## src/rtl/lc_params.svh

```systemverilog
// Defines only; LC_MEM_DEPTH and LC_RF_DEPTH must be powers of two, RF depth at most 256
`ifndef LC_PARAMS_SVH
`define LC_PARAMS_SVH

// Sizes of the interrupt table, register file and word memory
`define LC_INT_DEPTH		13		// Interrupt lines, one table entry each
`define LC_RF_DEPTH		128		// RF entries, 1 to 256
`define LC_RF_RO_ADDR		127		// Read-only RF address
`define LC_MEM_DEPTH		65536		// Memory words, 1 to 2^30

// Field widths
`define LC_DATA_WIDTH		32		// Bus word
`define LC_FUNC_WIDTH		4		// Function ID

// Function IDs seen on the bus
`define LC_CMD_RF_WRITE		4'd2
`define LC_CMD_RF_READ		4'd3
`define LC_CMD_MEM_WRITE	4'd4		// Only used as a reply target
`define LC_CMD_MEM_READ		4'd5

`endif

```

## src/rtl/lc_pkg.sv

```systemverilog
// Types shared by the layer controller; widths come from lc_params.svh
`include "lc_params.svh"

package lc_pkg;

	// Plain vectors with a meaning
	typedef logic [`LC_DATA_WIDTH-1:0]	lc_word_t;	// One bus word
	typedef logic [`LC_FUNC_WIDTH-1:0]	lc_func_t;	// Function ID
	typedef logic [7:0]			rf_addr_t;	// RF address
	typedef logic [23:0]			rf_data_t;	// RF value
	typedef logic [29:0]			mem_addr_t;	// Word address
	typedef logic [7:0]			mbus_addr_t;	// Short addr in 7:4, func ID in 3:0
	typedef logic [3:0]			int_idx_t;	// Interrupt number
	typedef logic [1:0]			cmd_len_t;	// Payload words in use

	// Operation handed from decode to execute
	typedef enum logic [1:0] {
		OP_NONE,
		OP_RF_WRITE,
		OP_RF_READ,
		OP_MEM_READ
	} op_kind_t;

	typedef enum logic [1:0] {
		DEC_IDLE,		// Waiting for a pending interrupt
		DEC_ISSUE,		// Table entry valid, send next op
		DEC_WAIT		// Op in flight
	} decode_state_t;

	typedef enum logic [1:0] {
		EX_IDLE,
		EX_RF_READ,		// Two cycles per RF word
		EX_MEM_HEAD,		// Head word out, memory read primed
		EX_MEM_DATA		// One data word per cycle
	} exec_state_t;

	// One interrupt action; payload[k] is word k of the command
	typedef struct packed {
		lc_func_t		func_id;
		lc_word_t [2:0]		payload;
		cmd_len_t		cmd_len;
	} lc_action_t;

	typedef struct packed {
		op_kind_t		kind;
		lc_word_t		word0;
		lc_word_t		word1;
		lc_word_t		word2;
	} lc_op_t;

	// Reply word with its target and end-of-message flag
	typedef struct packed {
		lc_word_t		data;
		mbus_addr_t		dest;
		logic			last;
	} lc_result_t;

endpackage

```

## src/rtl/lc_reply_gen.sv

```systemverilog
// Registers execute results onto the transmit strobe one cycle later; execute holds dest per message
`timescale 1ns/1ns

module lc_reply_gen
	import lc_pkg::*;
(
	input	logic		clk,
	input	logic		rst,
	input	lc_result_t	res,
	input	logic		res_valid,
	output	lc_result_t	tx_word,
	output	logic		tx_valid
);

	always_ff @(posedge clk)
	begin
		if (rst)
		begin
			tx_valid <= 1'b0;
		end
		else
		begin
			tx_valid <= res_valid;
			if (res_valid)
				tx_word <= res;		// Data, destination and last as one word
		end
	end

endmodule

```

## config.mk

```make
export PLATFORM = sky130hd
export DESIGN_NAME = lc_reply_gen
export DESIGN_NICKNAME = d
export VERILOG_FILES = /design/src/rtl/lc_pkg.sv /design/src/rtl/lc_reply_gen.sv
export VERILOG_INCLUDE_DIRS = /design/src /design/src/rtl
export SDC_FILE = /design/constraint.sdc
export NUM_CORES = 1
export LEC_CHECK = 0
export BUFFER_PORTS_ARGS = -buffer_cell sky130_fd_sc_hd__buf_2
export CORE_AREA = 2 2 71 73
export DETAILED_ROUTE_END_ITERATION = 10
export DIE_AREA = 0 0 73 75
export GPL_TIMING_DRIVEN = 0
export PLACE_DENSITY_LB_ADDON = 0.1
export SETUP_SLACK_MARGIN = 0.4
export SYNTH_ARGS = -nofsm -noshare
export SYNTH_HDL_FRONTEND = slang
export SYNTH_SLANG_ARGS = --single-unit
export TNS_END_PERCENT = 100
```

## constraint.sdc

```tcl
create_clock -name clk -period 7.1 [get_ports clk]
set_clock_uncertainty 0.05 [all_clocks]
set_input_delay 0.71 -clock clk [delete_from_list [all_inputs] [get_ports clk]]
set_output_delay 0.71 -clock clk [all_outputs]
set_load 0.005 [all_outputs]
```

==> results_dict.tcl <==
set metrics [dict create \
    cts.sinks 42 \
    drt_iter0_markers 37 \
    dr.pass1.iters 2 \
    grt.overflow.total 0 \
    rsz0062_at_grt "no" \
    start_util 0.271 \
    grt_pass1_vias 745 \
    port_buffers 85 \
    die_height_um 75 \
    grt_first_pass_wirelength_um 3400 \
    cts_setup_buffers 0 \
    n_antenna_cell 0 \
    p_per_area_nw_per_um2 252 \
    fin_crit_sh 0.232 \
    ant_nets 0 \
    synth_compound_area_frac 0 \
    htree_levels 2 \
    antenna_found_initial 0 \
    fp.dieArea_um2 5480 \
    track_usage 0.0874 \
    syn-num-nets 88 \
    setup_viol 0 \
    vdd_ir_drop_max_mv 0.0924 \
    ctsResizeCount 0 \
    cts_hold_buf 0 \
    final_cell_mix "85 x buf_2, 41 x edfxtp_1, 5 x clkbuf_8" \
    clockRootBuffer "clkbuf_8" \
    cts_tree "built" \
    synth-adder-area-share 0 \
    hold_class "in2reg" \
    slew_violations 0 \
    maxCapViolations 0 \
    hpwl_um 1790 \
    drive_gt1_frac 0.667 \
    worst_pin_slew_ns 0.624 \
    ys_ff_latch 42 \
    setup_tns_ns 0 \
    period_needed_ns 1.64 \
    cp.required_ns 7.04 \
    globalplace.congestion 0.618 \
    slew_headroom 0.583 \
    status "finished clean" \
    synthCells 44 \
    cts_inserted_buffers 5 \
    hold_ws_ns 0.545 \
    final_common_cell "buf_2" \
    syn-cell-area_um2 1260 \
    clk_pin_slew_ns 0.08 \
    ios 86 \
    slowest_stage "nor2b_4" \
    muxShareOfSynthArea 0 \
    cpPeakStageDelay_ns 0.51 \
    wl_um 2320 \
    routedWlPerCell_um 12.1 \
    yosys.area_share.simple 0.00990 \
    viasPerCell 3.88 \
    synth_top_family_by_area "simple AND/OR/NAND/NOR gates" \
    drc 0 \
    nets 181 \
    utilization 0.402 \
    synth_xor_area_frac 0 \
    vias 745 \
    std_cell_rows 25 \
    max-clock-path-buffers 2 \
    path_cells "buf_2 -> nor2b_4 -> buf_16" \
    p_leak_uw 0.000789 \
    worstPathArrival_ns 1.59 \
    syn2layout_area_growth_pct 48.1 \
    ys_warn_count 0 \
    yosysUniqueCellTypes 3 \
    finalHoldViolations 0 \
    worst_setup_path_end_kind "flip-flop" \
    cp_max_fo 21 \
    cp-start-kind "input port" \
    syn_area_per_cell_um2 28.7 \
    ys_seq_area_frac 0.990 \
    crit_type "in2reg" \
    max_freq_ghz 0.608 \
    grt_max_degree 22 \
    die_w_um 73 \
    coreArea_um2 4660 \
]
-- cell families (layout without fill, tap and decap cells) --
group | Yosys count | after routing
flip-flops | 42 | 42
buffers and inverters | 0 | 94
AND/OR/NAND/NOR | 2 | 2
-- critical path: cells and delay by family --
family                 cells  cell delay [ns]
buffers and inverters      2             0.36
and+or+nand+nor            1             0.51
-- cell usage after synthesis, drive strengths merged --
library cell / n / area share
edfxtp: 41 / 0.97
nor2b: 2 / 0.0099
dfxtp: 1 / 0.016
-- state kept, by name, indices dropped and copies added (netlist names) --
register / cells
tx_valid: 1
tx_word: 41
-- power by group --
part           total, uW  internal (uW)  leakage, uW  switching [uW]
Clock                142           69.8    0.0000395            72.1
Sequential           293            290     0.000393            3.21
Combinational       35.5           20.1     0.000357            15.4
-- layer usage --
metal	track usage	share of wire	routed length [um]	vias up
li1	-	-	-	359
met1	0.0956	0.37	868	343
met2	0.133	0.53	1230	43
met3	0.0549	0.094	218	0
met4	0.0432	0	0	0
met5	0	0	0	-
-- area by class of cell --
type	instances	area [um^2]
Multi-Input combinational cell	2	20.0
Sequential cell	42	1250
Fill cell	426	2790
Tap cell	54	67.6
Clock buffer	8	80.1
Timing Repair Buffer	86	453
-- path summary, 6_finish.rpt --
kind                    from     endpoint  depth (start not counted)
worst max-delay path     rst  tx_word[12]                          3
worst min-delay path  res[7]   tx_word[7]                          1
-- metrics by stage --
step                setup slack, ns  power, uW  instances  cell area, um^2
CTS                            5.44        479        192             1870
detailed placement             5.12        336        184             1790
global placement               3.35        333        183             1760
finish                         5.46        471        192             1870
floorplan                      4.05        306         44             1260
global route                   5.41        495        192             1870
No activity file was read; power rests on OpenSTA's default activity.
