**src/rtl/lc_params.svh**
```systemverilog
// Defines only; LC_MEM_DEPTH and LC_RF_DEPTH must be powers of two, RF depth at most 256
`ifndef LC_PARAMS_SVH
`define LC_PARAMS_SVH

// Sizes of the interrupt table, register file and word memory
`define LC_INT_DEPTH		13		// Interrupt lines, one table entry each
`define LC_RF_DEPTH		128		// RF entries, 1 to 256
`define LC_RF_RO_ADDR		127		// Read-only RF address
`define LC_MEM_DEPTH		65536		// Memory words, 1 to 2^30

// Field widths
`define LC_DATA_WIDTH		32		// Bus word
`define LC_FUNC_WIDTH		4		// Function ID

// Function IDs seen on the bus
`define LC_CMD_RF_WRITE		4'd2
`define LC_CMD_RF_READ		4'd3
`define LC_CMD_MEM_WRITE	4'd4		// Only used as a reply target
`define LC_CMD_MEM_READ		4'd5

`endif

```
**src/rtl/lc_pkg.sv**
```systemverilog
// Types shared by the layer controller; widths come from lc_params.svh
`include "lc_params.svh"

package lc_pkg;

	// Plain vectors with a meaning
	typedef logic [`LC_DATA_WIDTH-1:0]	lc_word_t;	// One bus word
	typedef logic [`LC_FUNC_WIDTH-1:0]	lc_func_t;	// Function ID
	typedef logic [7:0]			rf_addr_t;	// RF address
	typedef logic [23:0]			rf_data_t;	// RF value
	typedef logic [29:0]			mem_addr_t;	// Word address
	typedef logic [7:0]			mbus_addr_t;	// Short addr in 7:4, func ID in 3:0
	typedef logic [3:0]			int_idx_t;	// Interrupt number
	typedef logic [1:0]			cmd_len_t;	// Payload words in use

	// Operation handed from decode to execute
	typedef enum logic [1:0] {
		OP_NONE,
		OP_RF_WRITE,
		OP_RF_READ,
		OP_MEM_READ
	} op_kind_t;

	typedef enum logic [1:0] {
		DEC_IDLE,		// Waiting for a pending interrupt
		DEC_ISSUE,		// Table entry valid, send next op
		DEC_WAIT		// Op in flight
	} decode_state_t;

	typedef enum logic [1:0] {
		EX_IDLE,
		EX_RF_READ,		// Two cycles per RF word
		EX_MEM_HEAD,		// Head word out, memory read primed
		EX_MEM_DATA		// One data word per cycle
	} exec_state_t;

	// One interrupt action; payload[k] is word k of the command
	typedef struct packed {
		lc_func_t		func_id;
		lc_word_t [2:0]		payload;
		cmd_len_t		cmd_len;
	} lc_action_t;

	typedef struct packed {
		op_kind_t		kind;
		lc_word_t		word0;
		lc_word_t		word1;
		lc_word_t		word2;
	} lc_op_t;

	// Reply word with its target and end-of-message flag
	typedef struct packed {
		lc_word_t		data;
		mbus_addr_t		dest;
		logic			last;
	} lc_result_t;

endpackage

```
**src/rtl/lc_reg_file.sv**
```systemverilog
// RF depth must be a power of two up to 256; writes to the read-only or missing entries are dropped
`timescale 1ns/1ns
`include "lc_params.svh"

module lc_reg_file
	import lc_pkg::*;
(
	input	logic		clk,
	input	logic		rst,
	input	logic		we,
	input	rf_addr_t	waddr,
	input	rf_data_t	wdata,
	input	rf_addr_t	raddr,
	output	rf_data_t	rdata
);

	localparam int RF_AW = $clog2(`LC_RF_DEPTH);

	rf_data_t	rf [0:`LC_RF_DEPTH-1];
	logic		wr_ok;

	// Writable only inside the array and off the read-only slot
	assign wr_ok = (32'(waddr) < `LC_RF_DEPTH) && (waddr != rf_addr_t'(`LC_RF_RO_ADDR));

	always_ff @(posedge clk)
	begin
		if (rst)
		begin
			for (int i = 0; i < `LC_RF_DEPTH; i++)
				rf[i] <= '0;		// Whole RF starts at zero
			rdata <= '0;
		end
		else
		begin
			if (we && wr_ok)
				rf[waddr[RF_AW-1:0]] <= wdata;
			if (32'(raddr) < `LC_RF_DEPTH)
				rdata <= rf[raddr[RF_AW-1:0]];
			else
				rdata <= '0;		// Missing address reads as zero
		end
	end

endmodule

```
**config.mk**
```make
export PLATFORM = sky130hd
export DESIGN_NAME = lc_reg_file
export DESIGN_NICKNAME = d
export VERILOG_FILES = /design/src/rtl/lc_pkg.sv /design/src/rtl/lc_reg_file.sv
export VERILOG_INCLUDE_DIRS = /design/src /design/src/rtl
export SDC_FILE = /design/constraint.sdc
export NUM_CORES = 2
export LEC_CHECK = 0
export BUFFER_PORTS_ARGS = -buffer_cell sky130_fd_sc_hd__buf_2
export CAP_MARGIN = 10
export CELL_PAD_IN_SITES_DETAIL_PLACEMENT = 1
export CELL_PAD_IN_SITES_GLOBAL_PLACEMENT = 2
export CORE_MARGIN = 2
export CORE_UTILIZATION = 48
export CTS_BUF_LIST = sky130_fd_sc_hd__clkbuf_16
export CTS_CLUSTER_DIAMETER = 200
export CTS_CLUSTER_SIZE = 30
export DETAILED_ROUTE_END_ITERATION = 8
export PLACE_DENSITY = 0.79
export SETUP_SLACK_MARGIN = 0.4
export SLEW_MARGIN = 20
export SYNTH_ARGS = -nofsm -noshare
export SYNTH_HDL_FRONTEND = slang
export SYNTH_SLANG_ARGS = --single-unit
```
**constraint.sdc**
```tcl
create_clock -name clk -period 2.45 [get_ports clk]
set_input_delay 0.245 -clock clk [delete_from_list [all_inputs] [get_ports clk]]
set_output_delay 0.245 -clock clk [all_outputs]
set_load 0.05 [all_outputs]
```
==> flow_metrics.tcl <==
set metrics [dict create \
    status "finished clean" \
    leakage_nw 56.09 \
    grt_pass1_vias 84570 \
    port_buffers 66 \
    antenna_found_initial 31 \
    syn_area_um2 140000 \
    core_area_um2 290600 \
    p_per_area_nw_per_um2 609.8 \
    syn_inst 9093 \
    drt_iter0_drc 9588 \
    yosys-top-cells-area "edfxtp_1 (66%), and2_1 (14%), mux4_2 (10%)" \
    drtPass1Iterations 6 \
    synth-async-reset-ratio_pct 0 \
    worstSetupPathType "reg2reg" \
    multi_input_area_um2 44980 \
    layout.nets 9554 \
    setup_tns_ns 0 \
    cts_setup_buffers 0 \
    die_w_um 544.1 \
    r2r_cells 7 \
    synthFlopType "edfxtp_1" \
    clk_latency_ns 0.87 \
    grt_overflow 0 \
    worst_setup_path_start_kind "flip-flop" \
    most-common-layout-cells "edfxtp_1 (3072), and2_1 (3051), buf_4 (749)" \
    finalCriticalPeriod_ns 2.296 \
    cts_sinks 3096 \
    crit_required_ns 3.17 \
    rsz0062_at_grt "true" \
    vias_per_cell 6.030 \
    cts.clk_slew.worst_paths_ns 0.12 \
    initial_core_util_pct 48.18 \
    drc 0 \
    wl_per_cell_um 33.00 \
    fin_cells 13500 \
    cts-root-buf "clkbuf_16" \
    dp.cells 13280 \
    dp_hpwl_mm 297.5 \
    place_ws_ns -1.049 \
    place_area_um2 154400 \
    ir_drop_uv 609.5 \
    maxCapViolCount 0 \
    seq_power_share_pct 63.5 \
    synth_top_area_share_pct 65.89 \
    p_comb_share_pct 10.7 \
    yosys_warnings 0 \
    power_frac_clock_pct 25.8 \
    grt_pass1_wl_mm 635.1 \
    wirelength_mm 445.5 \
    p_int_mw 73.68 \
    grtUsageTotal_pct 30.08 \
    p_sw_mw 23.30 \
    fin_skew_ns 0.04889 \
    syn_avg_cell_area_um2 15.40 \
    place.gp.congestion 0.8886 \
    fillers 26860 \
    ant_nets 0 \
    synth_cell_types 39 \
    synth.largest_area_cell "edfxtp_1" \
    design_area_um2 159000 \
    netSwitchingFraction_pct 24.02 \
    rows 198 \
    fin_ws_ns 0.1542 \
    die_height_um 544.1 \
    ys_seq_area_share_pct 66.24 \
    setup-violations-final 0 \
    cts_buffers 113 \
    fmax_ghz 0.4356 \
    syn2layout_area_growth_pct 13.58 \
    arrival_ns 3.01 \
    hold_path_class "in2reg" \
    relSlewSlack_pct 23.32 \
    cp-end-kind "flip-flop" \
    tightest_slew_ns 1.141 \
    holdPathStages 2 \
    htreeDepth 3 \
    drive_above_1_share_pct 24.62 \
    final_hold_viol_count 0 \
    synth_edf_count 3072 \
    cts_tree "yes" \
    grt_max_degree 76 \
    layout_commonest_cell "edfxtp_1" \
    io_pins 67 \
    cts_max_path_buffers 3 \
    fin_crit_sh_pct 93.71 \
    drv_slew 0 \
    seqCellArea_um2 92740 \
    yosys_register_bits 3096 \
    path_max_fanout 1 \
    vias 81410 \
    die-area_um2 296000 \
]
==> worst max-delay path: stages (launching register included) <==
cell and delay [ns]:
edfxtp_1 0.41, mux4_2 0.55, mux2i_1 0.19, buf_4 0.24, o32ai_4 0.12, a211oi_4 0.37
buf_4 0.19, nand4_1 0.06
==> state kept, by name, summed over array words and instances, names as in the netlist <==
name and count:
rf 3072, rdata 24
==> synth_stat cells, types with 2 or more instances <==
cell and n:
buf_2 160, and3b_1 3, nand2_1 44, dfxtp_1 24
nor2_2 8, nand2b_1 5, a22oi_1 194, o31ai_1 24
mux2_2 139, nor4_1 2, nor3_1 56, mux4_2 624
a21oi_1 48, a2111oi_0 10, clkbuf_1 703, or2_2 129
nand3b_1 2, buf_1 12, a221oi_1 4, buf_6 16
a311oi_1 13, nand3_1 13, nor2_1 213, nand4_1 26
and2_1 3051, a22o_1 48, edfxtp_1 3072, buf_4 10
nor2b_1 13, mux2i_1 293, o22ai_1 126
==> cells by family after synthesis <==
logic type             Yosys count  share of synthesized area [%]
muxes                         1056                          13.25
buffers and inverters          901                          2.671
DFF                           3096                          66.24
AOI/OAI and AO/OA              469                          2.384
and+or+nand+nor               3570                          15.46
other                            1                       0.002679
==> per-layer routing <==
| metal | share of wire, % | global-route usage (%) |
|---|---|---|
| met5 | 0.013 | 0 |
| met4 | 4.2 | 11.31 |
| met3 | 6.5 | 3.282 |
| met2 | 49 | 49.90 |
| met1 | 40 | 41.07 |
==> power by group through the flow <==
| stage | clock network, mW | registers (mW) | logic, mW |
|---|---|---|---|
| 2_1_floorplan | 0 | 62.4 | 4.97 |
| 3_3_place_gp | 0 | 62.5 | 10.0 |
| 3_5_place_dp | 0 | 62.8 | 10.2 |
| 4_1_cts | 25.3 | 61.5 | 10.4 |
| 5_1_grt | 26.8 | 61.8 | 10.8 |
| 6_report | 25.0 | 61.6 | 10.4 |
==> through the flow <==
step	utilization [%]	hold slack, ns	power (mW)
2_1_floorplan	-	0.4957	67.33
6_report	54.72	0.03532	96.98
5_1_grt	54.71	0.02188	99.34
3_5_place_dp	53.12	0.7158	72.91
4_1_cts	54.60	0.001907	97.23
3_3_place_gp	53.11	0.7149	72.51
==> final timing paths <==
path | to | slack [ns] | start
worst min-delay path | rf[90][8] | 0.04 | wdata[8]
worst max-delay path | rdata[7] | 0.15 | rf[79][7]
worst max register to register | rdata[7] | 0.15 | rf[79][7]
worst min register to register | rdata[22] | 0.78 | rf[67][22]
==> area by class of cell <==
| cell class | count | share of cell area, % |
|---|---|---|
| Sequential cell | 3096 | 58.32 |
| Clock inverter | 75 | 0.2069 |
| Multi-Input combinational cell | 5119 | 28.29 |
| Timing Repair Buffer | 1181 | 8.280 |
| Tap cell | 3900 | 3.069 |
| Clock buffer | 115 | 1.810 |
| Antenna cell | 15 | 0.02360 |
==> what timing repair did <==
action,4_1_cts,5_1_grt
cloned,0,2
gates resized for setup,175,55
pin swaps,43,28
hold buffers,18,0
endpoints found under the setup margin,38,24
hold endpoints to repair,419,0
Note: power is estimated with default switching activity, not from simulation.
