$ cat src/rtl/lc_params.svh
// Defines only; LC_MEM_DEPTH and LC_RF_DEPTH must be powers of two, RF depth at most 256
`ifndef LC_PARAMS_SVH
`define LC_PARAMS_SVH

// Sizes of the interrupt table, register file and word memory
`define LC_INT_DEPTH		13		// Interrupt lines, one table entry each
`define LC_RF_DEPTH		128		// RF entries, 1 to 256
`define LC_RF_RO_ADDR		127		// Read-only RF address
`define LC_MEM_DEPTH		65536		// Memory words, 1 to 2^30

// Field widths
`define LC_DATA_WIDTH		32		// Bus word
`define LC_FUNC_WIDTH		4		// Function ID

// Function IDs seen on the bus
`define LC_CMD_RF_WRITE		4'd2
`define LC_CMD_RF_READ		4'd3
`define LC_CMD_MEM_WRITE	4'd4		// Only used as a reply target
`define LC_CMD_MEM_READ		4'd5

`endif

$ cat src/rtl/lc_pkg.sv
// Types shared by the layer controller; widths come from lc_params.svh
`include "lc_params.svh"

package lc_pkg;

	// Plain vectors with a meaning
	typedef logic [`LC_DATA_WIDTH-1:0]	lc_word_t;	// One bus word
	typedef logic [`LC_FUNC_WIDTH-1:0]	lc_func_t;	// Function ID
	typedef logic [7:0]			rf_addr_t;	// RF address
	typedef logic [23:0]			rf_data_t;	// RF value
	typedef logic [29:0]			mem_addr_t;	// Word address
	typedef logic [7:0]			mbus_addr_t;	// Short addr in 7:4, func ID in 3:0
	typedef logic [3:0]			int_idx_t;	// Interrupt number
	typedef logic [1:0]			cmd_len_t;	// Payload words in use

	// Operation handed from decode to execute
	typedef enum logic [1:0] {
		OP_NONE,
		OP_RF_WRITE,
		OP_RF_READ,
		OP_MEM_READ
	} op_kind_t;

	typedef enum logic [1:0] {
		DEC_IDLE,		// Waiting for a pending interrupt
		DEC_ISSUE,		// Table entry valid, send next op
		DEC_WAIT		// Op in flight
	} decode_state_t;

	typedef enum logic [1:0] {
		EX_IDLE,
		EX_RF_READ,		// Two cycles per RF word
		EX_MEM_HEAD,		// Head word out, memory read primed
		EX_MEM_DATA		// One data word per cycle
	} exec_state_t;

	// One interrupt action; payload[k] is word k of the command
	typedef struct packed {
		lc_func_t		func_id;
		lc_word_t [2:0]		payload;
		cmd_len_t		cmd_len;
	} lc_action_t;

	typedef struct packed {
		op_kind_t		kind;
		lc_word_t		word0;
		lc_word_t		word1;
		lc_word_t		word2;
	} lc_op_t;

	// Reply word with its target and end-of-message flag
	typedef struct packed {
		lc_word_t		data;
		mbus_addr_t		dest;
		logic			last;
	} lc_result_t;

endpackage

$ cat src/rtl/int_action_table.sv
// Fixed test actions A1 to D1 in entries 0 to 12; any other index returns an all-zero action
`timescale 1ns/1ns
`include "lc_params.svh"

module int_action_table
	import lc_pkg::*;
(
	input	int_idx_t	int_sel,
	output	lc_action_t	action
);

	localparam mbus_addr_t RF_REPLY = {4'd4, `LC_CMD_RF_WRITE};	// Layer 4, RF write
	localparam mbus_addr_t MEM_REPLY = {4'd4, `LC_CMD_MEM_WRITE};	// Layer 4, SRAM write

	// RF read: start, length - 1, reply address, reply location in word 0
	function automatic lc_action_t rf_rd_action(
		input rf_addr_t		from,
		input logic [7:0]	len_m1,
		input mbus_addr_t	reply,
		input logic [7:0]	loc,
		input cmd_len_t		len
	);
		lc_action_t a;
		a = '0;
		a.func_id = `LC_CMD_RF_READ;
		a.cmd_len = len;
		a.payload[0] = {from, len_m1, reply, loc};
		return a;
	endfunction

	// Memory read uses all three words, 4 bits reserved in word 0
	function automatic lc_action_t mem_rd_action(
		input mbus_addr_t	reply,
		input logic [19:0]	len_m1,
		input mem_addr_t	start,
		input mem_addr_t	loc
	);
		lc_action_t a;
		a.func_id = `LC_CMD_MEM_READ;
		a.cmd_len = 2'd3;
		a.payload[0] = {reply, 4'b0, len_m1};
		a.payload[1] = {start, 2'b0};
		a.payload[2] = {loc, 2'b0};	// Sent back unchanged as head word
		return a;
	endfunction

	always_comb
	begin
		action = '0;
		case (int_sel)
			4'd0:	action = rf_rd_action(8'd0, 8'd0, RF_REPLY, 8'd0, 2'd1);	// A1
			4'd1:	action = rf_rd_action(8'd1, 8'd0, RF_REPLY, 8'd1, 2'd2);	// A2
			4'd2:	action = rf_rd_action(8'd2, 8'd4, RF_REPLY, 8'd2, 2'd1);	// A3
			4'd3:	action = rf_rd_action(8'd126, 8'd4, RF_REPLY, 8'd7, 2'd1);	// A4, runs off RF end
			4'd4:						// B1, one write
			begin
				action.func_id = `LC_CMD_RF_WRITE;
				action.cmd_len = 2'd1;
				action.payload[0] = {8'd0, 24'habcdef};
			end
			4'd5:						// B2
			begin
				action.func_id = `LC_CMD_RF_WRITE;
				action.cmd_len = 2'd2;
				action.payload[0] = {8'd1, 24'h123456};
				action.payload[1] = {8'd3, 24'h987654};
			end
			4'd6:						// B3
			begin
				action.func_id = `LC_CMD_RF_WRITE;
				action.cmd_len = 2'd3;
				action.payload[0] = {8'd2, 24'h123321};
				action.payload[1] = {8'd4, 24'habccba};
				action.payload[2] = {8'd6, 24'h090785};
			end
			4'd7:						// B4, last two must be dropped
			begin
				action.func_id = `LC_CMD_RF_WRITE;
				action.cmd_len = 2'd3;
				action.payload[0] = {8'd5, 24'h052986};
				action.payload[1] = {8'd127, 24'h031783};	// Read-only
				action.payload[2] = {8'd128, 24'h101614};	// Past RF end
			end
			4'd8:	action = mem_rd_action(MEM_REPLY, 20'd0, 30'd0, 30'd1);		// C1
			4'd9:	action = mem_rd_action(MEM_REPLY, 20'd4, 30'd1, 30'd2);		// C2
			4'd10:	action = mem_rd_action(MEM_REPLY, 20'd0, 30'd65538, 30'd3);	// C3, wraps
			4'd11:	action = mem_rd_action(MEM_REPLY, 20'd9, 30'd65533, 30'd3);	// C4, crosses end
			4'd12:	action = '0;				// D1, wake only
			default: action = '0;
		endcase
	end

endmodule

$ cat config.mk
export PLATFORM = sky130hd
export DESIGN_NAME = int_action_table
export DESIGN_NICKNAME = d
export VERILOG_FILES = /design/src/rtl/lc_pkg.sv /design/src/rtl/int_action_table.sv
export VERILOG_INCLUDE_DIRS = /design/src /design/src/rtl
export SDC_FILE = /design/constraint.sdc
export NUM_CORES = 1
export LEC_CHECK = 0
export BUFFER_PORTS_ARGS = -buffer_cell sky130_fd_sc_hd__buf_2
export CAP_MARGIN = 40
export CORE_ASPECT_RATIO = 1.4
export CORE_UTILIZATION = 35
export DETAILED_ROUTE_END_ITERATION = 10
export GPL_TIMING_DRIVEN = 0
export PLACE_DENSITY = 0.86
export SLEW_MARGIN = 20
export SYNTH_ARGS = -nofsm -noshare
export SYNTH_HDL_FRONTEND = slang
export SYNTH_SLANG_ARGS = --single-unit
$ cat constraint.sdc
create_clock -name vclk -period 1.4
set_input_delay 0.14 -clock vclk [all_inputs]
set_output_delay 0.14 -clock vclk [all_outputs]
set_load 0.02 [all_outputs]
==> results.py <==
metrics = {
    "status": {
        "status": "complete, but fails checks",
        "violations": "DRC",
    },
    "drt": {
        "first_pass_iters": 10,
        "ant_nets": 0,
        "vias_per_cell": 4.05,
        "routedWlPerCell_um": 9.30,
        "drtIter0Drc": 18,
        "totalWireLength_um": 2420,
        "drc": 7,
        "routed-via-count": 1053,
    },
    "logic_synthesis": {
        "syn-mean-instance-area_um2": 6.37,
        "synth-seq-area-share_pct": 0,
        "synthTopCellsByArea": "buf_4 50%, nor2_1 8.2%, a21oi_1 4.6%, buf_2 4.6%, nand2b_1 3.6%",
        "ys_warn_count": 0,
        "synth_area_um2": 866,
        "synthCells": 136,
        "yosys-top-cells-count": "58 x buf_4, 19 x nor2_1, 8 x a21oi_1, 8 x buf_2, 7 x inv_1",
        "yosysTopAreaCell": "buf_4",
        "yosysUniqueCellTypes": 24,
        "synth_most_common_cell": "buf_4",
        "synth.top_cell.area_share_pct": 50.3,
    },
    "critical_path": {
        "endpoint_kind": "output pin",
        "crit_type": "in2out",
        "cp.arrival_ns": 1.20,
        "worstPathRequired_ns": 1.26,
        "path_max_fanout": 10,
        "critPathLaunchType": "primary input",
    },
    "sta": {
        "period_minus_slack_ns": 1.34,
        "setup-tns-final_ns": 0,
        "fmaxAchievable_mhz": 746,
        "drv_slew": 0,
        "finalCritPeriodShare_pct": 95.8,
        "setup_viol": 0,
        "rsz0062_at_grt": "true",
        "hold_viol_final": 0,
        "fin_ws_ns": 0.0591,
        "whs_ns": 0.623,
    },
    "layout": {
        "final_nets": 243,
        "utilization_pct": 59.2,
        "nClkBuffers": 0,
        "fill_cells": 253,
        "register_area_um2": 0,
        "area_delta_synth_final_pct": 61.7,
        "seq_cells": 0,
        "n_antenna_cell": 0,
        "drive_gt1_share_pct": 65.4,
    },
    "power_and_ir_drop": {
        "power_leakage_nw": 0.996,
        "intPower_mw": 0.206,
        "vdd_drop_max_mv": 0.184,
        "power_mw": 0.540,
        "pwr-share-clk_pct": 0,
        "seq_power_share_pct": 0,
        "switchingPower_mw": 0.335,
        "swShare_pct": 61.9,
        "combPwrFrac_pct": 100.0,
        "pwr_density_cell_nw_per_um2": 386,
    },
    "grt": {
        "grt_pass1_wl_um": 3350,
        "antenna_found_initial": 0,
        "track_usage_pct": 15.4,
        "grt_pass1_vias": 808,
        "grt_max_degree": 11,
        "gr-total-overflow": 0,
    },
    "die": {
        "die_x_um": 44.0,
        "rows": 21,
        "die_area_um2": 2680,
        "start_util_pct": 36.6,
        "pin_count": 106,
        "die_y_um": 60.9,
        "core_area_um2": 2360,
    },
    "placement": {
        "dp_hpwl_um": 2060,
        "place_congestion": 0.757,
        "io_buffers": 80,
        "dpl_worst_slack_ns": -0.0404,
    },
    "flow_run": {
        "max-cap-violations": 0,
    },
    "worst_hold_path": {
        "worstHoldPathType": "in2out",
        "hold_depth": 3,
    },
}
worst max-delay path: stages:
cell and delay, ns:
buf_2 0.18, clkbuf_4 0.23, nand3b_1 0.14, nor2_1 0.22, buf_4 0.15, buf_2 0.15
through the flow:
| step | std cells | instance area (um^2) |
|---|---|---|
| floorplan | 157 | 953 |
| finish | 260 | 1400 |
| global placement | 260 | 1380 |
| CTS | 260 | 1390 |
| global route | 260 | 1400 |
| detailed placement | 260 | 1380 |
per-layer routing:
layer	up-vias	track usage [%]	wire length, um
met5	-	0	0
met4	0	3.03	0
met3	0	1.49	293
met2	69	31.1	1250
met1	434	16.8	873
li1	550	-	-
logic make-up (layout without fill, tap and decap cells):
logic type      after synthesis  in the layout  share of synthesized area, %
xor+xnor                      2              2                          2.02
other cells                   1             22                         0.433
simple gates                 37             37                          22.3
buf+inv                      74            154                          59.2
mux                           1              1                          1.16
compound gates               21             21                          14.9
placed cells by master, fill, tap and decap left out, drive strengths merged:
master  count
o31ai       1
a21oi      10
nor2       19
nand2b      5
o21a        1
conb       22
buf       145
o21ai       4
nand4b      1
nand3b      3
a211oi      2
or3b        2
xnor2       2
nand2       3
o22ai       1
o211ai      1
a21boi      1
inv         7
nor2b       3
or2         1
clkbuf      2
mux2i       1
path summary, 6_finish.rpt:
path | start | endpoint | slack (ns)
worst min-delay path | int_sel[2] | action[98] | 0.62
worst max-delay path | int_sel[0] | action[30] | 0.06
power groups by stage:
stage | clock network [mW] | registers [mW] | logic [mW]
6_report | 0 | 0 | 0.540
5_1_grt | 0 | 0 | 0.581
4_1_cts | 0 | 0 | 0.538
3_5_place_dp | 0 | 0 | 0.535
3_3_place_gp | 0 | 0 | 0.531
2_1_floorplan | 0 | 0 | 0.414
final cells by class:
type | count | area, um^2 | area share [%]
well taps | 23 | 28.8 | 2.06
plain buffers | 67 | 492 | 35.1
repair buffers | 80 | 400 | 28.6
multi-input cells | 83 | 453 | 32.4
inverters | 7 | 26.3 | 1.88
repair_timing:
action,in CTS,in global routing
endpoints found under the setup margin,8,16
hold buffers,0,0
gates resized for setup,1,4
buffers inserted,0,0
Power figures use the tool's default switching activity.
