File: src/rtl/lc_params.svh
// Defines only; LC_MEM_DEPTH and LC_RF_DEPTH must be powers of two, RF depth at most 256
`ifndef LC_PARAMS_SVH
`define LC_PARAMS_SVH

// Sizes of the interrupt table, register file and word memory
`define LC_INT_DEPTH		13		// Interrupt lines, one table entry each
`define LC_RF_DEPTH		128		// RF entries, 1 to 256
`define LC_RF_RO_ADDR		127		// Read-only RF address
`define LC_MEM_DEPTH		65536		// Memory words, 1 to 2^30

// Field widths
`define LC_DATA_WIDTH		32		// Bus word
`define LC_FUNC_WIDTH		4		// Function ID

// Function IDs seen on the bus
`define LC_CMD_RF_WRITE		4'd2
`define LC_CMD_RF_READ		4'd3
`define LC_CMD_MEM_WRITE	4'd4		// Only used as a reply target
`define LC_CMD_MEM_READ		4'd5

`endif

File: src/rtl/lc_pkg.sv
// Types shared by the layer controller; widths come from lc_params.svh
`include "lc_params.svh"

package lc_pkg;

	// Plain vectors with a meaning
	typedef logic [`LC_DATA_WIDTH-1:0]	lc_word_t;	// One bus word
	typedef logic [`LC_FUNC_WIDTH-1:0]	lc_func_t;	// Function ID
	typedef logic [7:0]			rf_addr_t;	// RF address
	typedef logic [23:0]			rf_data_t;	// RF value
	typedef logic [29:0]			mem_addr_t;	// Word address
	typedef logic [7:0]			mbus_addr_t;	// Short addr in 7:4, func ID in 3:0
	typedef logic [3:0]			int_idx_t;	// Interrupt number
	typedef logic [1:0]			cmd_len_t;	// Payload words in use

	// Operation handed from decode to execute
	typedef enum logic [1:0] {
		OP_NONE,
		OP_RF_WRITE,
		OP_RF_READ,
		OP_MEM_READ
	} op_kind_t;

	typedef enum logic [1:0] {
		DEC_IDLE,		// Waiting for a pending interrupt
		DEC_ISSUE,		// Table entry valid, send next op
		DEC_WAIT		// Op in flight
	} decode_state_t;

	typedef enum logic [1:0] {
		EX_IDLE,
		EX_RF_READ,		// Two cycles per RF word
		EX_MEM_HEAD,		// Head word out, memory read primed
		EX_MEM_DATA		// One data word per cycle
	} exec_state_t;

	// One interrupt action; payload[k] is word k of the command
	typedef struct packed {
		lc_func_t		func_id;
		lc_word_t [2:0]		payload;
		cmd_len_t		cmd_len;
	} lc_action_t;

	typedef struct packed {
		op_kind_t		kind;
		lc_word_t		word0;
		lc_word_t		word1;
		lc_word_t		word2;
	} lc_op_t;

	// Reply word with its target and end-of-message flag
	typedef struct packed {
		lc_word_t		data;
		mbus_addr_t		dest;
		logic			last;
	} lc_result_t;

endpackage

File: src/rtl/lc_cmd_decode.sv
// Services one interrupt at a time, lowest line first; one op in flight, no back-pressure
`timescale 1ns/1ns
`include "lc_params.svh"

module lc_cmd_decode
	import lc_pkg::*;
(
	input	logic				clk,
	input	logic				rst,
	input	logic [`LC_INT_DEPTH-1:0]	int_req,
	input	lc_action_t			action,
	input	logic				op_done,
	output	int_idx_t			int_sel,
	output	lc_op_t				op,
	output	logic				op_valid,
	output	logic				wakeup,
	output	logic				busy,
	output	logic				done
);

	decode_state_t			state;
	logic [`LC_INT_DEPTH-1:0]	pend;		// Latched requests
	logic [`LC_INT_DEPTH-1:0]	pick_mask;	// One-hot of chosen line
	int_idx_t			pick_idx;
	cmd_len_t			step;		// Ops already finished
	cmd_len_t			n_ops;		// Ops for current entry
	op_kind_t			kind;

	// Lowest pending line wins
	always_comb
	begin
		pick_idx = '0;
		pick_mask = '0;
		for (int i = `LC_INT_DEPTH - 1; i >= 0; i--)
			if (pend[i])
				pick_idx = int_idx_t'(i);
		pick_mask[pick_idx] = |pend;
	end

	// RF write gives one op per word, reads give a single op
	always_comb
	begin
		case (action.func_id)
			`LC_CMD_RF_WRITE:
			begin
				kind = OP_RF_WRITE;
				n_ops = action.cmd_len;
			end
			`LC_CMD_RF_READ:
			begin
				kind = OP_RF_READ;
				n_ops = (action.cmd_len != 2'd0) ? 2'd1 : 2'd0;
			end
			`LC_CMD_MEM_READ:
			begin
				kind = OP_MEM_READ;
				n_ops = (action.cmd_len != 2'd0) ? 2'd1 : 2'd0;
			end
			default:
			begin
				kind = OP_NONE;		// Unknown ID acts as wake only
				n_ops = 2'd0;
			end
		endcase
	end

	always_ff @(posedge clk)
	begin
		if (rst)
		begin
			state <= DEC_IDLE;
			pend <= '0;
			int_sel <= '0;
			step <= '0;
			op_valid <= 1'b0;
			wakeup <= 1'b0;
			busy <= 1'b0;
			done <= 1'b0;
		end
		else
		begin
			op_valid <= 1'b0;
			wakeup <= 1'b0;
			done <= 1'b0;
			// New pulses always land, even while busy
			pend <= (pend | int_req) & ~((state == DEC_IDLE) ? pick_mask : '0);
			case (state)
				DEC_IDLE:
					if (|pend)
					begin
						int_sel <= pick_idx;
						step <= '0;
						wakeup <= 1'b1;
						busy <= 1'b1;
						state <= DEC_ISSUE;
					end
				DEC_ISSUE:
					if (step == n_ops)
					begin
						done <= 1'b1;	// Nothing (left) to run
						busy <= 1'b0;
						state <= DEC_IDLE;
					end
					else
					begin
						op.kind <= kind;
						op.word0 <= (kind == OP_RF_WRITE) ? action.payload[step]
							: action.payload[0];
						op.word1 <= action.payload[1];
						op.word2 <= action.payload[2];
						op_valid <= 1'b1;
						state <= DEC_WAIT;
					end
				DEC_WAIT:
					if (op_done)
					begin
						step <= step + 2'd1;
						state <= DEC_ISSUE;	// ISSUE ends the entry
					end
				default: state <= DEC_IDLE;
			endcase
		end
	end

endmodule

File: config.mk
export PLATFORM = sky130hd
export DESIGN_NAME = lc_cmd_decode
export DESIGN_NICKNAME = d
export VERILOG_FILES = /design/src/rtl/lc_pkg.sv /design/src/rtl/lc_cmd_decode.sv
export VERILOG_INCLUDE_DIRS = /design/src /design/src/rtl
export SDC_FILE = /design/constraint.sdc
export NUM_CORES = 1
export LEC_CHECK = 0
export BUFFER_PORTS_ARGS = -buffer_cell sky130_fd_sc_hd__buf_2
export CORE_MARGIN = 2
export CORE_UTILIZATION = 51
export DETAILED_ROUTE_END_ITERATION = 6
export PLACE_DENSITY = 0.92
export SKIP_LAST_GASP = 1
export SYNTH_ARGS = -nofsm -noshare
export SYNTH_HDL_FRONTEND = slang
export SYNTH_SLANG_ARGS = --single-unit
File: constraint.sdc
create_clock -name clk -period 17.8 [get_ports clk]
set_input_delay 3.56 -clock clk [delete_from_list [all_inputs] [get_ports clk]]
set_output_delay 3.56 -clock clk [all_outputs]
set_load 0.02 [all_outputs]
==> results of run 1 <==
[worst max path at each step]
stage / to / slack, ns / depth (start not counted)
floorplan: op[0] / 6.14 / 5
global placement: op[35] / 11.85 / 7
detailed placement: op[67] / 11.76 / 7
CTS: op[72] / 12.28 / 7
global route: op[3] / 12.11 / 7
finish: op[69] / 12.26 / 7
[logic make-up after synthesis]
kind of cell	after synthesis	synth area share
compound gates	133	0.190
xor+xnor	1	0.00169
buf+inv	34	0.0403
flops	123	0.664
mux	3	0.00579
simple gates	99	0.0989
[layout by cell type, fill, tap and decap left out, types with 3 or more instances in the layout]
cell type	n
a2bb2oi_1	32
nand2_1	42
clkbuf_16	16
nor3_1	3
clkinvlp_4	3
inv_1	8
nor2_1	30
dfxtp_1	25
clkinv_1	4
mux2i_1	3
a211oi_1	11
nand2b_1	4
o21ai_1	32
a21oi_1	6
a22oi_1	32
buf_4	5
buf_2	223
bufinv_16	5
edfxtp_1	98
[sequential cells by signal, indices dropped and copies added, names as in the netlist]
name and cells:
op 98, pend 13, int_sel 4, state 2
step 2, busy 1, done 1, op_valid 1
wakeup 1
[layout make-up]
cell class	count	area share
Clock buffer	18	0.0601
Clock inverter	14	0.0290
Inverter	9	0.00486
Multi-Input combinational cell	236	0.221
Sequential cell	123	0.495
Tap cell	133	0.0239
Timing Repair Buffer	228	0.166
[worst max-delay path, cell delays in order]
cell and delay [ns]:
buf_2 0.12, nand2b_4 0.15, or3_4 0.58, o221ai_1 0.19, o31a_2 0.20, nor3_2 0.20, buf_4 0.63
[per-layer routing]
| metal | wire length, um | part of all wire | track usage |
|---|---|---|---|
| met5 | 0 | 0 | 0 |
| met4 | 513 | 0.035 | 0.116 |
| met3 | 1250 | 0.086 | 0.0842 |
| met2 | 7640 | 0.52 | 0.474 |
| met1 | 5190 | 0.36 | 0.297 |
[through the flow]
step	utilization	hold WS, ns	area (sq um)	total power [W]
global placement	0.645	0.456	6340	0.000389
finish	0.708	0.474	6960	0.000748
CTS	0.708	0.478	6960	0.000748
floorplan	-	0.488	5190	0.000366
detailed placement	0.645	0.468	6340	0.000392
global route	0.708	0.499	6960	0.000768
[power by group through the flow]
| stage | clock network (W) | registers [W] | logic [W] |
|---|---|---|---|
| after floorplan | 0 | 0.000335 | 0.0000306 |
| after global placement | 0 | 0.000329 | 0.0000592 |
| after detailed placement | 0 | 0.000330 | 0.0000623 |
| after CTS | 0.000361 | 0.000324 | 0.0000632 |
| after global routing | 0.000373 | 0.000325 | 0.0000694 |
| final | 0.000360 | 0.000324 | 0.0000636 |
==> metrics.log, run 1 <==
INFO  metric gr-usage-all-layers = 0.269
INFO  metric worst-endpoint-required = roughly 18 ns
INFO  metric layout_skew = 0.00834 ns
INFO  metric slew_viol_final = 0
INFO  metric die_width = 105 um
INFO  metric dr.first_iter.drc_count = 300
INFO  metric maxCapViolations = 0
INFO  metric max_clock_freq = 181 MHz
INFO  metric clockRootBuffer = clkbuf_8
INFO  metric pre_cts_ws = between 10 and 15 ns
INFO  metric rsz0062_at_grt = false
INFO  metric total_switching_power = 0.000163 W
INFO  metric min_period = 5.54 ns
INFO  metric cts.clk_slew.worst_paths = about 0.060 ns
INFO  metric floorplan.initialDensity = 0.528
INFO  metric slew_headroom = 0.491
INFO  metric numPlacedInstances = approximately 730
INFO  metric register_area = 3440 sq um
INFO  metric synth-main-ff-cell = edfxtp_1
INFO  metric yosysUniqueCellTypes = 51
INFO  metric timing_hold_violations_final = 0
INFO  metric layout_setup_ws = 12.26 ns
INFO  metric routedWlPerCell = 19.2 um
INFO  metric max-vdd-ir-drop = 0.0697 mV
INFO  metric clockPowerShare = 0.481
INFO  metric status = finished, final reports clean
INFO  metric critPathMaxFanout = 66
INFO  metric number_of_global_route_vias_before_repair = 4,382
INFO  metric postSynthCellCount = between 300 and 400
INFO  metric number_of_nets_at_the_end_of_the_flow = ~730
INFO  metric average_instance_area_after_synthesis = 13.2 sq um
INFO  metric clkLatencyLatePin = around 0.52 ns
INFO  metric critical_path.startpoint = action[100]
INFO  metric boundaryPins = around 220
INFO  metric cts_max_level = 4
INFO  metric cts-hold-fix-buffers = 0
INFO  metric syn_nets = roughly 510
INFO  metric worst_hold_path_type = reg -> reg
INFO  metric number_of_flops_mapped_to_enable_cells_by_yosys = 98
INFO  metric r2r_start = step[1]
INFO  metric asyncSetResetFlopFracSynth = 0
INFO  metric floorplan.die_area = ~11,000 sq um
INFO  metric floorplan.die.height = approximately 100 um
INFO  metric synth_commonest_cells = edfxtp_1, nand2_1, a22oi_1, a2bb2oi_1, o21ai_1
INFO  metric holdCritStartpoint = int_sel[3]
INFO  metric internal_power = 0.000585 W
INFO  metric sequentialPowerShare = 0.434
INFO  metric synth.largest_area_cell = edfxtp_1
INFO  metric grt.overflow.total = 0
INFO  metric tritoncts_num_sinks = ~120
INFO  metric maximum_number_of_buffers_from_clock_root_to_sink = 2
INFO  metric multi_input_area = 1540 sq um
INFO  metric drc = 0
INFO  metric ff2ff_setup_slack = ~15 ns
INFO  metric holdPathStages = 2
INFO  metric port-buffer-count = 223
INFO  metric synthMostInstantiatedCell = edfxtp_1
INFO  metric via_per_inst = 5.82
INFO  metric post-dp-hpwl = 10.3 mm
INFO  metric grt_max_degree = between 60 and 70
INFO  metric antenna_violating_nets_post_route = 0
INFO  metric antenna_cells = 0
INFO  metric final.fill_count = 674
INFO  metric antenna_violations_before_repair = 0
INFO  metric worst_setup_path_start_kind = primary input
INFO  metric post_synth_instance_area = approximately 5200 sq um
INFO  metric tritoncts = done
INFO  metric p_sw_frac = 0.218
INFO  metric tritoncts.num_buffers = 17
INFO  metric routed-via-count = 4,431
INFO  metric p_leak = 2.73 nW
INFO  metric cts.repair.resized = 0
INFO  metric floorplan.core_area = 9820 sq um
INFO  metric setup_tns_final = 0 ns
INFO  metric rr_worst_depth = 5
INFO  metric ys_seq_elements = 123
INFO  metric grt_first_pass_wirelength = 22.8 mm
INFO  metric final-setup-viol-count = 0
INFO  metric critical_path.endpoint_type = flop
INFO  metric gpl.final_weighted_congestion = 0.909
INFO  metric yosys_synthesis_warning_count = 0
INFO  metric final.period_utilization = 0.311
INFO  metric fp-row-count = 36
INFO  metric yosys.area.top_type_share = 0.567
INFO  metric cp.arrival = 5.68 ns
INFO  metric totalWireLength = 14.6 mm
INFO  metric drt_first_pass_iters = 6
INFO  metric power.density = 107 nW/um^2
INFO  metric hold-path-endpoint = int_sel[3]
INFO  metric area_growth_syn_to_layout = 34.1%
INFO  metric timing.setup.critical_path_class = in -> reg
INFO  metric post-cts-setup-buffer-count = 0
INFO  metric drive_gt1_frac = 0.436
INFO  metric finalNonFillerCells = 761
INFO  metric crit-reg2reg-capture = op[69]
INFO  metric synth.yosys.seq_area_share = 0.664
INFO  metric combPwrFrac = 0.085
INFO  metric ys_top_cells_by_area = edfxtp_1, dfxtp_1, a2bb2oi_1
INFO  metric timing_worst_slew_pin_value = between 0.7 and 0.8 ns
Note: power is estimated with default switching activity, not from simulation.
==> inputs of run 2 (changes only) <==
CORE_UTILIZATION = 48   (was 51)
PLACE_DENSITY = 0.88   (was 0.92)
clock period = 5.65 ns   (was 17.8 ns; I/O delays follow)
==> run 2 against run 1 <==
Compared with the run above:
- critical path type is now reg -> reg
- critical path depth is 3 lower
- utilization fell by 4.6 points
- largest power group is now sequential cells
- setup slack got worse by 9.9 ns
- global-route usage decreased by 2.5 points
- final cell count up 0.26%
- clock power grew to 2.8 times the previous value
- register-to-register slack got worse by 13 ns
- sequential power increased to 3.1 times the previous value
- sequential share of layout area rose by 0.39 points
- design area shrank 0.74%
- via count fell by 2.3%
==> metrics.log, run 2 (synthesized netlist as in run 1, its figures left out) <==
INFO  metric dr.first_iter.drc_count = 361 (+20%)
INFO  metric rsz0062_at_grt = false
INFO  metric crit_buf_inv = 2 (unchanged)
INFO  metric cts_max_level = 4 (unchanged)
INFO  metric maxCapViolations = 0 (unchanged)
INFO  metric antenna_violating_nets_post_route = 0 (unchanged)
INFO  metric final.fill_count = 780 (+16%)
INFO  metric status = finished, final reports clean
INFO  metric floorplan.die_area = 11,700 sq um (+6.0%)
INFO  metric maximum_number_of_buffers_from_clock_root_to_sink = 2 (unchanged)
INFO  metric final.period_utilization = 0.577
INFO  metric crit_path_max_incr_delay = 0.88 ns (+0.25 ns)
INFO  metric critPathMaxFanout = 74 (+12%)
INFO  metric drc = 0 (unchanged)
INFO  metric drive_gt1_frac = 0.442 (+0.00548)
INFO  metric final_common_cell = buf_2
INFO  metric tritoncts.num_buffers = 17 (unchanged)
INFO  metric routedWlPerCell = 19.1 um (-0.33%)
INFO  metric largest_reg_flops = 98 (unchanged)
INFO  metric timing.setup.critical_path_class = reg -> reg
INFO  metric reg_top3 = op: 98 flops, pend: 13 flops, int_sel: 4 flops
INFO  metric floorplan.die.height = 108 um (+3.0%)
INFO  metric drt_first_pass_iters = 5 (-1)
INFO  metric cp_cell_sequence = inv_2 -> o31a_2 -> nor3_4 -> buf_4
INFO  metric totalWireLength = 14.6 mm (about the same)
INFO  metric post-dp-hpwl = 10.3 mm (+0.28%)
INFO  metric top_register = op
INFO  metric die_width = 108 um (+3.0%)
INFO  metric layout_common_cells = buf_2, edfxtp_1, nand2_1
INFO  metric boundaryPins = 224 (unchanged)
INFO  metric clkLatencyLatePin = 0.51 ns (about the same)
INFO  metric floorplan.initialDensity = 0.498 (-0.0303)
INFO  metric min_period = 3.26 ns
INFO  metric p_leak = 2.70 nW (-1.1%)
INFO  metric number_of_global_route_vias_before_repair = 4,238 (-3.3%)
INFO  metric slew_headroom = 0.389 (-0.102)
INFO  metric tritoncts = done
INFO  metric setup_tns_final = 0 ns (unchanged)
INFO  metric cts-hold-fix-buffers = 0 (unchanged)
INFO  metric max-vdd-ir-drop = 0.196 mV (+180%)
INFO  metric cts.clk_slew.worst_paths = 0.06 ns (about the same)
INFO  metric worst_hold_path_type = reg -> reg
INFO  metric grt_first_pass_wirelength = 21.3 mm (-6.6%)
INFO  metric crit_family = buffers and inverters
INFO  metric crit_slowest_cell = dfxtp_2
INFO  metric number_of_nets_at_the_end_of_the_flow = 732 (-0.14%)
INFO  metric fp-row-count = 37 (+2.8%)
INFO  metric slew_viol_final = 0 (unchanged)
INFO  metric port-buffer-count = 223 (unchanged)
INFO  metric total_switching_power = 0.000522 W (+220%)
INFO  metric via_per_inst = 5.67 (-2.6%)
INFO  metric routed-via-count = 4,329 (-2.3%)
INFO  metric grt.overflow.total = 0 (unchanged)
INFO  metric internal_power = 0.00171 W (+190%)
INFO  metric timing_worst_slew_pin_value = 0.917 ns (+0.154 ns)
INFO  metric gr-usage-all-layers = 0.244 (-0.0251)
INFO  metric p_sw_frac = 0.234 (+0.0157)
INFO  metric antenna_violations_before_repair = 0 (unchanged)
INFO  metric post-cts-setup-buffer-count = 0 (unchanged)
INFO  metric critical_path.endpoint_type = flop
INFO  metric gpl.final_weighted_congestion = 0.885 (-2.7%)
INFO  metric clockPowerShare = 0.454 (-0.027)
INFO  metric layout_skew = 0.00757 ns (-0.000774 ns)
INFO  metric antenna_cells = 0 (unchanged)
INFO  metric power.density = 324 nW/um^2 (+200%)
INFO  metric cp.arrival = 3.39 ns (-2.29 ns)
INFO  metric sequentialPowerShare = 0.457 (+0.023)
INFO  metric max_clock_freq = ~310 MHz
INFO  metric worst_setup_path_start_kind = flop
INFO  metric clockRootBuffer = clkbuf_8
INFO  metric tritoncts_num_sinks = 123 (unchanged)
INFO  metric floorplan.core_area = 10,400 sq um (+6.1%)
INFO  metric final-setup-viol-count = 0 (unchanged)
INFO  metric grt_max_degree = 75 (+12%)
INFO  metric timing_hold_violations_final = 0 (unchanged)
INFO  metric combPwrFrac = 0.089 (+0.004)
INFO  metric area_growth_syn_to_layout = 33.1%
INFO  metric cts.repair.resized = 0 (unchanged)
INFO  metric worst-endpoint-required = 5.78 ns (-12.16 ns)
INFO  metric final_layout_worst_hold_slack = 0.474 ns (+0.0000170 ns)
run 2: path summary, 6_finish.rpt:
check	startpoint	end	slack [ns]	depth (start not counted)
setup reg to reg	step[0]	op[72]	2.39	4
setup / recovery	step[0]	op[72]	2.39	4
hold / removal	int_sel[3]	int_sel[3]	0.47	2
hold reg to reg	int_sel[3]	int_sel[3]	0.47	2
run 2: per-stage QoR:
step	instances	setup slack [ns]	area, sq um	total power, W	util
after floorplan	393	0.974	5200	0.00115	-
after global placement	731	2.01	6340	0.00123	0.609
after global routing	763	2.23	6910	0.00232	0.663
after CTS	763	2.42	6910	0.00225	0.663
final	763	2.39	6910	0.00224	0.663
after detailed placement	731	1.91	6340	0.00124	0.609
run 2: area by class of cell:
| class | count | area, sq um | area share |
|---|---|---|---|
| sequential | 123 | 3440 | 0.499 |
| multi-input combinational | 236 | 1550 | 0.224 |
| timing repair buffer | 227 | 1150 | 0.166 |
| clock buffer | 17 | 414 | 0.0600 |
| tap | 136 | 170 | 0.0246 |
| clock inverter | 15 | 150 | 0.0217 |
| inverter | 9 | 33.8 | 0.00489 |
run 2: power by group through the flow:
stage / Combinational [W] / Sequential, W / Clock (W)
after global placement: 0.000186 / 0.00104 / 0
after floorplan: 0.0000971 / 0.00105 / 0
after detailed placement: 0.000195 / 0.00104 / 0
final: 0.000198 / 0.00102 / 0.00102
after CTS: 0.000197 / 0.00102 / 0.00103
after global routing: 0.000215 / 0.00102 / 0.00108
run 2: tightest hold or removal path, cell delays in order (launching register included):
cell	delay, ns
dfxtp_1	0.31
inv_1	0.04
a221oi_1	0.07
run 2: layer usage:
layer	up-vias	track usage	routed length [um]
li1	1973	-	-
met1	2053	0.258	5160
met2	263	0.427	7570
met3	40	0.0904	1350
met4	0	0.119	503
met5	-	0	0
